--- config.mk ---
export PLATFORM = sky130hd
export DESIGN_NAME = rdwr_arbiter
export DESIGN_NICKNAME = d
export VERILOG_FILES = /design/src/logic/mem_bus_pkg.sv /design/src/logic/mem_msg_pkg.sv /design/src/logic/rdwr_arbiter.sv
export SDC_FILE = /design/constraint.sdc
export NUM_CORES = 1
export LEC_CHECK = 0
export BUFFER_PORTS_ARGS = -buffer_cell sky130_fd_sc_hd__buf_4
export CAP_MARGIN = 20
export CORE_ASPECT_RATIO = 1.4
export CORE_MARGIN = 5
export CORE_UTILIZATION = 29
export CTS_CLUSTER_DIAMETER = 100
export DETAILED_ROUTE_END_ITERATION = 7
export PLACE_DENSITY = 0.93
export SYNTH_ARGS = -nofsm -noshare
export SYNTH_HDL_FRONTEND = slang
export SYNTH_SLANG_ARGS = --single-unit
--- constraint.sdc ---
create_clock -name clk -period 1.5 [get_ports clk]
set_input_delay 0.15 -clock clk [delete_from_list [all_inputs] [get_ports clk]]
set_output_delay 0.15 -clock clk [all_outputs]
set_load 0.01 [all_outputs]
--- src/logic/mem_bus_pkg.sv ---
/*
 * Memory bus definitions
 * Widths, sink size, back-pressure pattern and the plain vector types
 * shared by the split read/write channels and the shared command bus
 */
package mem_bus_pkg;

    // Word address, so the sink holds 2**addr_width words
    localparam int addr_width = 8;
    localparam int mem_words = 2 ** addr_width;

    localparam int data_width = 32;
    localparam int be_width = data_width / 8;

    // Bursts are 1 to 4 beats
    localparam int burst_width = 3;

    localparam int user_width = 4;

    // Sink raises waitrequest in one cycle out of every wait_period
    localparam int wait_period = 4;

    typedef logic [addr_width-1:0] mem_addr_t;
    typedef logic [data_width-1:0] mem_data_t;
    typedef logic [be_width-1:0] mem_be_t;
    typedef logic [burst_width-1:0] mem_burst_t;
    typedef logic [user_width-1:0] mem_user_t;

endpackage

--- src/logic/mem_msg_pkg.sv ---
/*
 * Memory message definitions
 * Request, command and response structs carried between the source,
 * the request queues, the arbiter and the memory sink
 */
package mem_msg_pkg;

    // Read request channel
    typedef struct packed {
        mem_bus_pkg::mem_addr_t address;
        mem_bus_pkg::mem_burst_t burstcount;
        mem_bus_pkg::mem_be_t byteenable;
        mem_bus_pkg::mem_user_t user;
    } rd_req_t;

    // Write request channel, one beat per transfer
    typedef struct packed {
        mem_bus_pkg::mem_addr_t address;
        mem_bus_pkg::mem_burst_t burstcount;
        mem_bus_pkg::mem_data_t data;
        mem_bus_pkg::mem_be_t byteenable;
        mem_bus_pkg::mem_user_t user;
        logic eop;
    } wr_req_t;

    // Shared bus command
    typedef struct packed {
        logic read;
        logic write;
        mem_bus_pkg::mem_addr_t address;
        mem_bus_pkg::mem_burst_t burstcount;
        mem_bus_pkg::mem_data_t writedata;
        mem_bus_pkg::mem_be_t byteenable;
        mem_bus_pkg::mem_user_t user;
    } mem_cmd_t;

    typedef struct packed {
        mem_bus_pkg::mem_data_t readdata;
        mem_bus_pkg::mem_user_t user;
    } rd_rsp_t;

    typedef struct packed {
        mem_bus_pkg::mem_user_t user;
    } wr_rsp_t;

endpackage

--- src/logic/rdwr_arbiter.sv ---
`timescale 1ns/1ps
/*
 * Read/write arbiter
 * Round-robin between the read and write queue heads, locked onto an
 * open write burst, steering the winner onto the shared command bus.
 * Write responses come from the sink or are generated locally
 */
module rdwr_arbiter
#(
    parameter bit local_wr_response = 1'b0
)
(
    input  logic                   clk,
    input  logic                   reset_n,
    input  mem_msg_pkg::rd_req_t   rd_head,
    input  logic                   rd_ready,
    input  mem_msg_pkg::wr_req_t   wr_head,
    input  logic                   wr_ready,
    input  logic                   cmd_waitrequest,
    input  logic                   sink_wr_rsp_valid,
    input  mem_msg_pkg::wr_rsp_t   sink_wr_rsp,
    output logic                   rd_pop,
    output logic                   wr_pop,
    output mem_msg_pkg::mem_cmd_t  cmd,
    output logic                   wr_rsp_valid,
    output mem_msg_pkg::wr_rsp_t   wr_rsp
);

    logic wr_burst_open;
    logic prefer_write;
    logic held;
    logic held_write;
    logic pick_write;
    logic grant_rd;
    logic grant_wr;
    logic accept;

    // A command offered under waitrequest keeps its side until accepted
    always_comb
    begin
        if (wr_burst_open)
            pick_write = 1'b1;
        else if (held)
            pick_write = held_write;
        else if (rd_ready && wr_ready)
            pick_write = prefer_write;
        else
            pick_write = wr_ready;
    end

    assign grant_wr = pick_write && wr_ready;
    assign grant_rd = !pick_write && rd_ready;

    assign accept = (grant_rd || grant_wr) && !cmd_waitrequest;
    assign rd_pop = grant_rd && !cmd_waitrequest;
    assign wr_pop = grant_wr && !cmd_waitrequest;

    always_comb
    begin
        cmd.read = grant_rd;
        cmd.write = grant_wr;
        cmd.address = grant_rd ? rd_head.address : wr_head.address;
        cmd.burstcount = grant_rd ? rd_head.burstcount : wr_head.burstcount;
        cmd.writedata = wr_head.data;
        cmd.byteenable = grant_rd ? rd_head.byteenable : wr_head.byteenable;
        cmd.user = grant_rd ? rd_head.user : wr_head.user;
    end

    always_ff @(posedge clk)
    begin
        if (!reset_n)
        begin
            wr_burst_open <= 1'b0;
            prefer_write <= 1'b0;
            held <= 1'b0;
            held_write <= 1'b0;
        end
        else
        begin
            held <= (grant_rd || grant_wr) && cmd_waitrequest;
            held_write <= grant_wr;
            if (accept)
            begin
                // Only a new request flips priority, not a later burst beat
                if (!wr_burst_open)
                    prefer_write <= grant_rd;
                wr_burst_open <= grant_wr && !wr_head.eop;
            end
        end
    end

    always_ff @(posedge clk)
    begin
        if (!reset_n)
            wr_rsp_valid <= 1'b0;
        else if (local_wr_response)
            wr_rsp_valid <= wr_pop && wr_head.eop;
        else
            wr_rsp_valid <= sink_wr_rsp_valid;
    end

    always_ff @(posedge clk)
    begin
        if (local_wr_response)
        begin
            // User tag of the burst is taken from its first beat
            if (wr_pop && !wr_burst_open)
                wr_rsp.user <= wr_head.user;
        end
        else
        begin
            wr_rsp <= sink_wr_rsp;
        end
    end

endmodule

==> flow_summary.json, run 1 <==
{
  "placement.setup.worst_slack_ps": 22.4,
  "clock_tree_from_tritoncts": "built",
  "worst_setup_path_startpoint": "prefer_write",
  "holdCritPathClass": "input pin to flop",
  "yosys.cell_types.count": 22,
  "clk_transition_reported_paths_ps": 40,
  "ys_dominant_reg_cell": "sky130_fd_sc_hd__dfxtp_1",
  "worst_path_setup_slack_after_routing_ps": -162,
  "worst_path_max_delay_cell": "sky130_fd_sc_hd__dfxtp_2",
  "cp-endpoint": "cmd[42]",
  "final_min_period_over_clock_period": 1.11,
  "crit_path_end_kind": "primary output",
  "reg2reg_from": "prefer_write",
  "worstSkewPairLatency_ps": 230,
  "synth-warning-count": 0,
  "synth.ff_latch_count": 9,
  "grt_start_max_net_pins": 13,
  "ir_worst_vdd_mv": 0.565,
  "syn-num-nets": 169,
  "seq_power_share": 0.261,
  "timing.rr.end": "held",
  "numPlacedInstances": 168,
  "post_synth.cell_area_avg_sq_um": 10.2,
  "final_max_slew_viol_count": 0,
  "cp_num_cells": 5,
  "fraction_of_power_consumed_by_the_clock_network": 0.270,
  "syn_area_sq_um": 895,
  "endpoints_failing_hold": 0,
  "failed_checks": "negative setup slack",
  "endpoint_arrival_time_on_the_critical_path_ps": 1510,
  "sw_frac_of_total": 0.257,
  "die-width_um": 56.9,
  "cts.hold.buffers_added": 0,
  "dp_hpwl_um": 2190,
  "antenna_left": 0,
  "max_stage_delay_ps": 330,
  "drv_cap": 0,
  "crit_path_max_fanout": 9,
  "comb_power_share": 0.469,
  "period_minus_slack_ps": 1660,
  "worstRegToRegCells": 5,
  "drc": 0,
  "die_height_um": 75.7,
  "globalRoute.totalOverflow": 0,
  "critical-path-top-delay-family": "flip-flops",
  "final-setup-viol-count": 22,
  "skew_ps": 0.296,
  "critPathBufInv": 2,
  "finish.cell_count_without_fillers": 174,
  "drive_above_1_share": 0.839,
  "critical_path_required_ps": 1350,
  "status": "finished with violations",
  "setup_repair_after_global_routing_missed_its_margin": "true",
  "rrSetupSlack_ps": 120,
  "grt_first_pass_wirelength_um": 3790,
  "count_of_buffers_from_port_buffering": 76,
  "ctsRootBufferMaster": "sky130_fd_sc_hd__clkbuf_8",
  "antenna_cells": 0,
  "power.static_leakage_uw": 0.000740,
  "design.final.nets": 219,
  "wire_per_inst_um": 15.1,
  "grt_util_all_layers": 0.115,
  "postSynthCellCount": 88,
  "count_of_clock_tree_sinks": 9,
  "area_growth_syn_to_layout_pct": 60.1,
  "route.final.wire_length_um": 2620,
  "ctsHtreeMaxLevel": 1,
  "via_count_of_the_first_global_routing_pass": 818,
  "layout.filler_cells": 272,
  "first_pass_iters": 4,
  "place_area_sq_um": 1280,
  "synth_async_sr_flop_share": 0,
  "slew_headroom": 0.787,
  "io_pins": 141,
  "worstPathCellList": "nand2_2, o2111ai_4, buf_12, mux2_2, buf_4",
  "layout.cell_area.non_filler_sq_um": 1430,
  "layout.core_utilization": 0.493,
  "initial_utilization": 0.308,
  "detail_route.iter0.violations": 24,
  "cts_buffer_depth": 2,
  "design.die.area_sq_um": 4310,
  "gp_routability_congestion": 0.869,
  "rows": 23,
  "worstSetupPathType": "flop to primary output",
  "crit_path_start_kind": "flop",
  "grt_antenna_before_repair": 0,
  "synth_sequential_area_ratio": 0.201,
  "num_vias": 770,
  "worstMarginPinSlew_ps": 316,
  "p_switching_uw": 263,
  "power.density_cell_area_nw_per_um2": 713,
  "vias_per_cell": 4.43,
  "number_of_buffers_created_by_cts": 3,
  "finalHoldWorstSlack_ps": 20.7,
  "internal_power_uw": 759,
  "core_sq_um": 2910,
  "max_freq_ghz": 0.602,
  "synth_edf_count": 0
}
-- power by group through the flow --
stage	combinational, uW	sequential (uW)	clock [uW]
global placement	419	267	0
floorplan	287	271	0
global route	512	267	305
CTS	479	266	286
finish	480	266	275
detailed placement	425	268	0
-- metrics by stage --
step | setup TNS [ps] | power [uW]
final | -2800 | 1020
after global routing | -3970 | 1080
after CTS | -3210 | 1030
after detailed placement | 0 | 694
after global placement | 0 | 686
after floorplan | 0 | 558
-- layer usage --
metal	global-route usage	wire, um	up-vias
li1	-	-	360
met4	0.0825	137	0
met2	0.210	1430	60
met3	0.0678	372	18
met1	0.0891	679	332
met5	0	0	-
-- registers in the layout, summed over array words and instances (netlist names) --
signal and cells:
wr_burst_open 1, held_write 1, prefer_write 1, wr_rsp 4, wr_rsp_valid 1, held 1
-- cell type report --
class                   count  area, sq um  area share
repair buffers             81          701       0.489
flip-flops and latches      9          184       0.128
inverters                   5         18.8      0.0131
multi-input cells          38          438       0.306
clock buffers               4         45.0      0.0314
well taps                  37         46.3      0.0323
-- logic make-up (layout without fill, tap and decap cells) --
group | Yosys count | after routing | share of synthesized area
AOI/OAI and AO/OA | 7 | 7 | 0.0839
buffers and inverters | 41 | 90 | 0.336
muxes | 19 | 19 | 0.306
and+or+nand+nor | 12 | 12 | 0.0727
DFF | 9 | 9 | 0.201
-- synthesized netlist by cell type (3+ instances only) --
cell / instances / area (sq um)
sky130_fd_sc_hd__buf_4: 34 / 255
sky130_fd_sc_hd__dfxtp_1: 9 / 180
sky130_fd_sc_hd__inv_1: 5 / 18.8
sky130_fd_sc_hd__mux2_2: 3 / 33.8
sky130_fd_sc_hd__mux2_4: 16 / 240
sky130_fd_sc_hd__nand2_1: 3 / 11.3
sky130_fd_sc_hd__nor2_1: 3 / 11.3
-- worst reg2reg max path, stage by stage (launching register included) --
cell                       delay (ps)
sky130_fd_sc_hd__dfxtp_2          320
sky130_fd_sc_hd__buf_4            130
sky130_fd_sc_hd__or4b_4           490
sky130_fd_sc_hd__o211ai_4         120
sky130_fd_sc_hd__buf_4            150
sky130_fd_sc_hd__a21oi_1           60
-- worst min path at each step --
stage / slack, ps / end / from / cells after the start
final: 20 / wr_rsp[2] / sink_wr_rsp[2] / 1
after global routing: 4 / wr_rsp[3] / sink_wr_rsp[3] / 1
after CTS: 10 / wr_rsp[1] / sink_wr_rsp[1] / 1
after detailed placement: 260 / wr_rsp[1] / sink_wr_rsp[1] / 1
after global placement: 250 / wr_rsp[3] / sink_wr_rsp[3] / 1
after floorplan: 180 / wr_rsp[0] / sink_wr_rsp[0] / 0
-- layout by cell type, fill, tap and decap left out --
| master | netlist | layout |
|---|---|---|
| sky130_fd_sc_hd__a21oi_1 | 1 | 1 |
| sky130_fd_sc_hd__a221oi_1 | 1 | 1 |
| sky130_fd_sc_hd__a31oi_1 | 1 | 1 |
| sky130_fd_sc_hd__and2_1 | 1 | 1 |
| sky130_fd_sc_hd__buf_12 | 0 | 2 |
| sky130_fd_sc_hd__buf_4 | 34 | 61 |
| sky130_fd_sc_hd__buf_6 | 1 | 18 |
| sky130_fd_sc_hd__clkbuf_1 | 0 | 1 |
| sky130_fd_sc_hd__clkbuf_8 | 0 | 3 |
| sky130_fd_sc_hd__dfxtp_1 | 9 | 6 |
| sky130_fd_sc_hd__dfxtp_2 | 0 | 3 |
| sky130_fd_sc_hd__inv_1 | 5 | 3 |
| sky130_fd_sc_hd__inv_2 | 0 | 2 |
| sky130_fd_sc_hd__mux2_2 | 3 | 2 |
| sky130_fd_sc_hd__mux2_4 | 16 | 17 |
| sky130_fd_sc_hd__nand2_1 | 3 | 2 |
| sky130_fd_sc_hd__nand2_2 | 1 | 2 |
| sky130_fd_sc_hd__nand2b_1 | 1 | 1 |
| sky130_fd_sc_hd__nor2_1 | 3 | 1 |
| sky130_fd_sc_hd__nor2_2 | 0 | 2 |
| sky130_fd_sc_hd__nor2b_1 | 1 | 1 |
| sky130_fd_sc_hd__o2111ai_4 | 1 | 1 |
| sky130_fd_sc_hd__o211ai_4 | 0 | 1 |
| sky130_fd_sc_hd__o21bai_1 | 1 | 1 |
| sky130_fd_sc_hd__o311ai_0 | 1 | 1 |
| sky130_fd_sc_hd__or2b_1 | 1 | 1 |
| sky130_fd_sc_hd__or4b_4 | 0 | 1 |
-- what timing repair did --
item                                    4_1_cts  5_1_grt
cloned                                        0        0
resized for setup                            25        4
buffers inserted                              2        0
pin swaps                                     3        3
endpoints found under the setup margin       21       22
No activity file was read; power rests on OpenSTA's default activity.
==> run 2: changes to the inputs <==
--- a/config.mk
+++ b/config.mk
@@ -13,6 +13,7 @@
 export CTS_CLUSTER_DIAMETER = 100
 export DETAILED_ROUTE_END_ITERATION = 7
 export PLACE_DENSITY = 0.93
+export SKIP_CTS_REPAIR_TIMING = 1
 export SYNTH_ARGS = -nofsm -noshare
 export SYNTH_HDL_FRONTEND = slang
 export SYNTH_SLANG_ARGS = --single-unit
==> run 2 against run 1 <==
Net effect:
- the flow still finishes with violations (negative setup slack)
- worst setup slack got worse by 53 ps
- maximum frequency decreased by 3.1%
- sequential share of layout area decreased by 0.56 points
- critical path depth increased by 1
- cell area increased by 5.2%
- first-iteration DRC count decreased by 71%
- utilization increased by 2.6 points
- clock skew about the same
- sequential power about the same
- critical path type unchanged
- critical endpoint is now cmd[50]
==> flow_summary.json, run 2 (synthesized netlist as in run 1, its figures left out) <==
{
  "route.final.wire_length_um": 2660,
  "crit_path_max_fanout": 4,
  "mostFrequentLayoutCells": "sky130_fd_sc_hd__buf_4 (59), sky130_fd_sc_hd__buf_6 (20), sky130_fd_sc_hd__mux2_4 (19)",
  "core_sq_um": 2910,
  "p_switching_uw": 268,
  "failed_checks": "negative setup slack",
  "max_freq_ghz": 0.583,
  "ctsRootBufferMaster": "sky130_fd_sc_hd__clkbuf_8",
  "ir_worst_vdd_mv": 0.560,
  "skew_ps": 0.179,
  "rows": 23,
  "design.final.nets": 222,
  "detail_route.iter0.violations": 7,
  "grt_first_pass_wirelength_um": 3660,
  "largest-register": "wr_rsp",
  "fraction_of_power_consumed_by_the_clock_network": 0.260,
  "number_of_buffers_created_by_cts": 3,
  "clk_transition_reported_paths_ps": 40,
  "seq_power_share": 0.249,
  "worstSetupPathType": "flop to primary output",
  "count_of_clock_tree_sinks": 9,
  "drv_cap": 0,
  "drive_above_1_share": 0.821,
  "via_count_of_the_first_global_routing_pass": 801,
  "gp_routability_congestion": 0.869,
  "multiInputGateArea_sq_um": 434,
  "groute.layer.met3.usage": 0.0712,
  "endpoint_arrival_time_on_the_critical_path_ps": 1560,
  "io_pins": 141,
  "grt_util_all_layers": 0.110,
  "drc": 0,
  "wire_per_inst_um": 15.1,
  "globalRoute.totalOverflow": 0,
  "die_height_um": 75.7,
  "design.die.area_sq_um": 4310,
  "comb_power_share": 0.491,
  "fin_setup_tns_ps": -4230,
  "crit_path_end_kind": "primary output",
  "internal_power_uw": 794,
  "ctsHtreeMaxLevel": 1,
  "holdCritPathClass": "input pin to flop",
  "worstMarginPinSlew_ps": 324,
  "endpoints_failing_hold": 0,
  "die-width_um": 56.9,
  "first_pass_iters": 4,
  "groute.layer.met1.usage": 0.0870,
  "setup_repair_after_global_routing_missed_its_margin": "true",
  "antenna_left": 0,
  "final_max_slew_viol_count": 0,
  "grt_start_max_net_pins": 15,
  "vias_per_cell": 4.43,
  "antenna_cells": 0,
  "design_power_total_uw": 1060,
  "final-setup-viol-count": 22,
  "clock_tree_from_tritoncts": "built",
  "area_growth_syn_to_layout_pct": 68.5,
  "slew_headroom": 0.781,
  "grt-busiest-layer": "met2",
  "placement.setup.worst_slack_ps": 22.4,
  "largest_register_ffs": 4,
  "cts_buffer_depth": 2,
  "globalRouteMet2Util": 0.187,
  "layout.cell_area.non_filler_sq_um": 1510,
  "critical_path_required_ps": 1350,
  "sw_frac_of_total": 0.252,
  "initial_utilization": 0.308,
  "status": "finished with violations",
  "count_of_buffers_from_port_buffering": 76,
  "dp_hpwl_um": 2190,
  "crit_path_start_kind": "flop",
  "grt_antenna_before_repair": 0,
  "final_min_period_over_clock_period": 1.14,
  "power.static_leakage_uw": 0.000789,
  "power.density_cell_area_nw_per_um2": 704,
  "num_vias": 784,
  "place_area_sq_um": 1280,
  "final_common_cell": "sky130_fd_sc_hd__buf_4",
  "worstSkewPairLatency_ps": 230,
  "worst_path_setup_slack_after_routing_ps": -215,
  "period_minus_slack_ps": 1710,
  "layout.filler_cells": 255,
  "sequential_cell_area_sq_um": 185
}
-- run 2: changes by cell type in the layout (fill, tap and decap cells not counted), moves of 2 or more --
| cell | previous run | this run |
|---|---|---|
| sky130_fd_sc_hd__buf_4 | 61 | 59 |
| sky130_fd_sc_hd__buf_6 | 18 | 20 |
| sky130_fd_sc_hd__clkbuf_16 | 0 | 2 |
| sky130_fd_sc_hd__dfxtp_2 | 3 | 1 |
| sky130_fd_sc_hd__mux2_2 | 2 | 0 |
| sky130_fd_sc_hd__mux2_4 | 17 | 19 |
-- run 2: layout make-up --
| type | instances | area share |
|---|---|---|
| Sequential cell | 9 | 0.123 |
| Tap cell | 37 | 0.0307 |
| Clock buffer | 4 | 0.0299 |
| Inverter | 5 | 0.0124 |
| Timing Repair Buffer | 84 | 0.516 |
| Multi-Input combinational cell | 38 | 0.288 |
-- run 2: worst paths after layout --
path / startpoint / end / slack, ps / cells after the start
hold / removal: sink_wr_rsp[2] / wr_rsp[2] / 20 / 1
setup reg to reg: prefer_write / held / 200 / 4
hold reg to reg: wr_burst_open / wr_burst_open / 570 / 2
setup / recovery: prefer_write / cmd[50] / -210 / 6
-- run 2: routing by layer --
| layer | part of all wire | vias to the layer above | routed length (um) |
|---|---|---|---|
| met4 | 0.065 | 0 | 174 |
| li1 | - | 362 | - |
| met2 | 0.52 | 64 | 1380 |
| met5 | 0 | - | 0 |
| met3 | 0.14 | 22 | 378 |
| met1 | 0.27 | 336 | 728 |
-- run 2: critical path, stage by stage (launching register included) --
cell and delay (ps):
sky130_fd_sc_hd__dfxtp_2 330, sky130_fd_sc_hd__nand2_2 70, sky130_fd_sc_hd__o2111ai_4 220, sky130_fd_sc_hd__buf_12 150, sky130_fd_sc_hd__clkbuf_16 140, sky130_fd_sc_hd__mux2_4 300, sky130_fd_sc_hd__buf_6 120
-- run 2: power groups by stage --
| stage | Sequential, uW | Clock, uW | Combinational [uW] |
|---|---|---|---|
| after floorplan | 271 | 0 | 287 |
| after global placement | 267 | 0 | 419 |
| after detailed placement | 268 | 0 | 425 |
| after CTS | 264 | 286 | 426 |
| after global routing | 266 | 305 | 554 |
| final | 265 | 276 | 521 |
-- run 2: metrics by stage --
stage | hold WS, ps | utilization | cells
floorplan | 178 | - | 88
global placement | 255 | 0.440 | 168
detailed placement | 256 | 0.440 | 168
CTS | 14.4 | 0.455 | 172
global route | 3.96 | 0.519 | 177
finish | 19.1 | 0.519 | 177
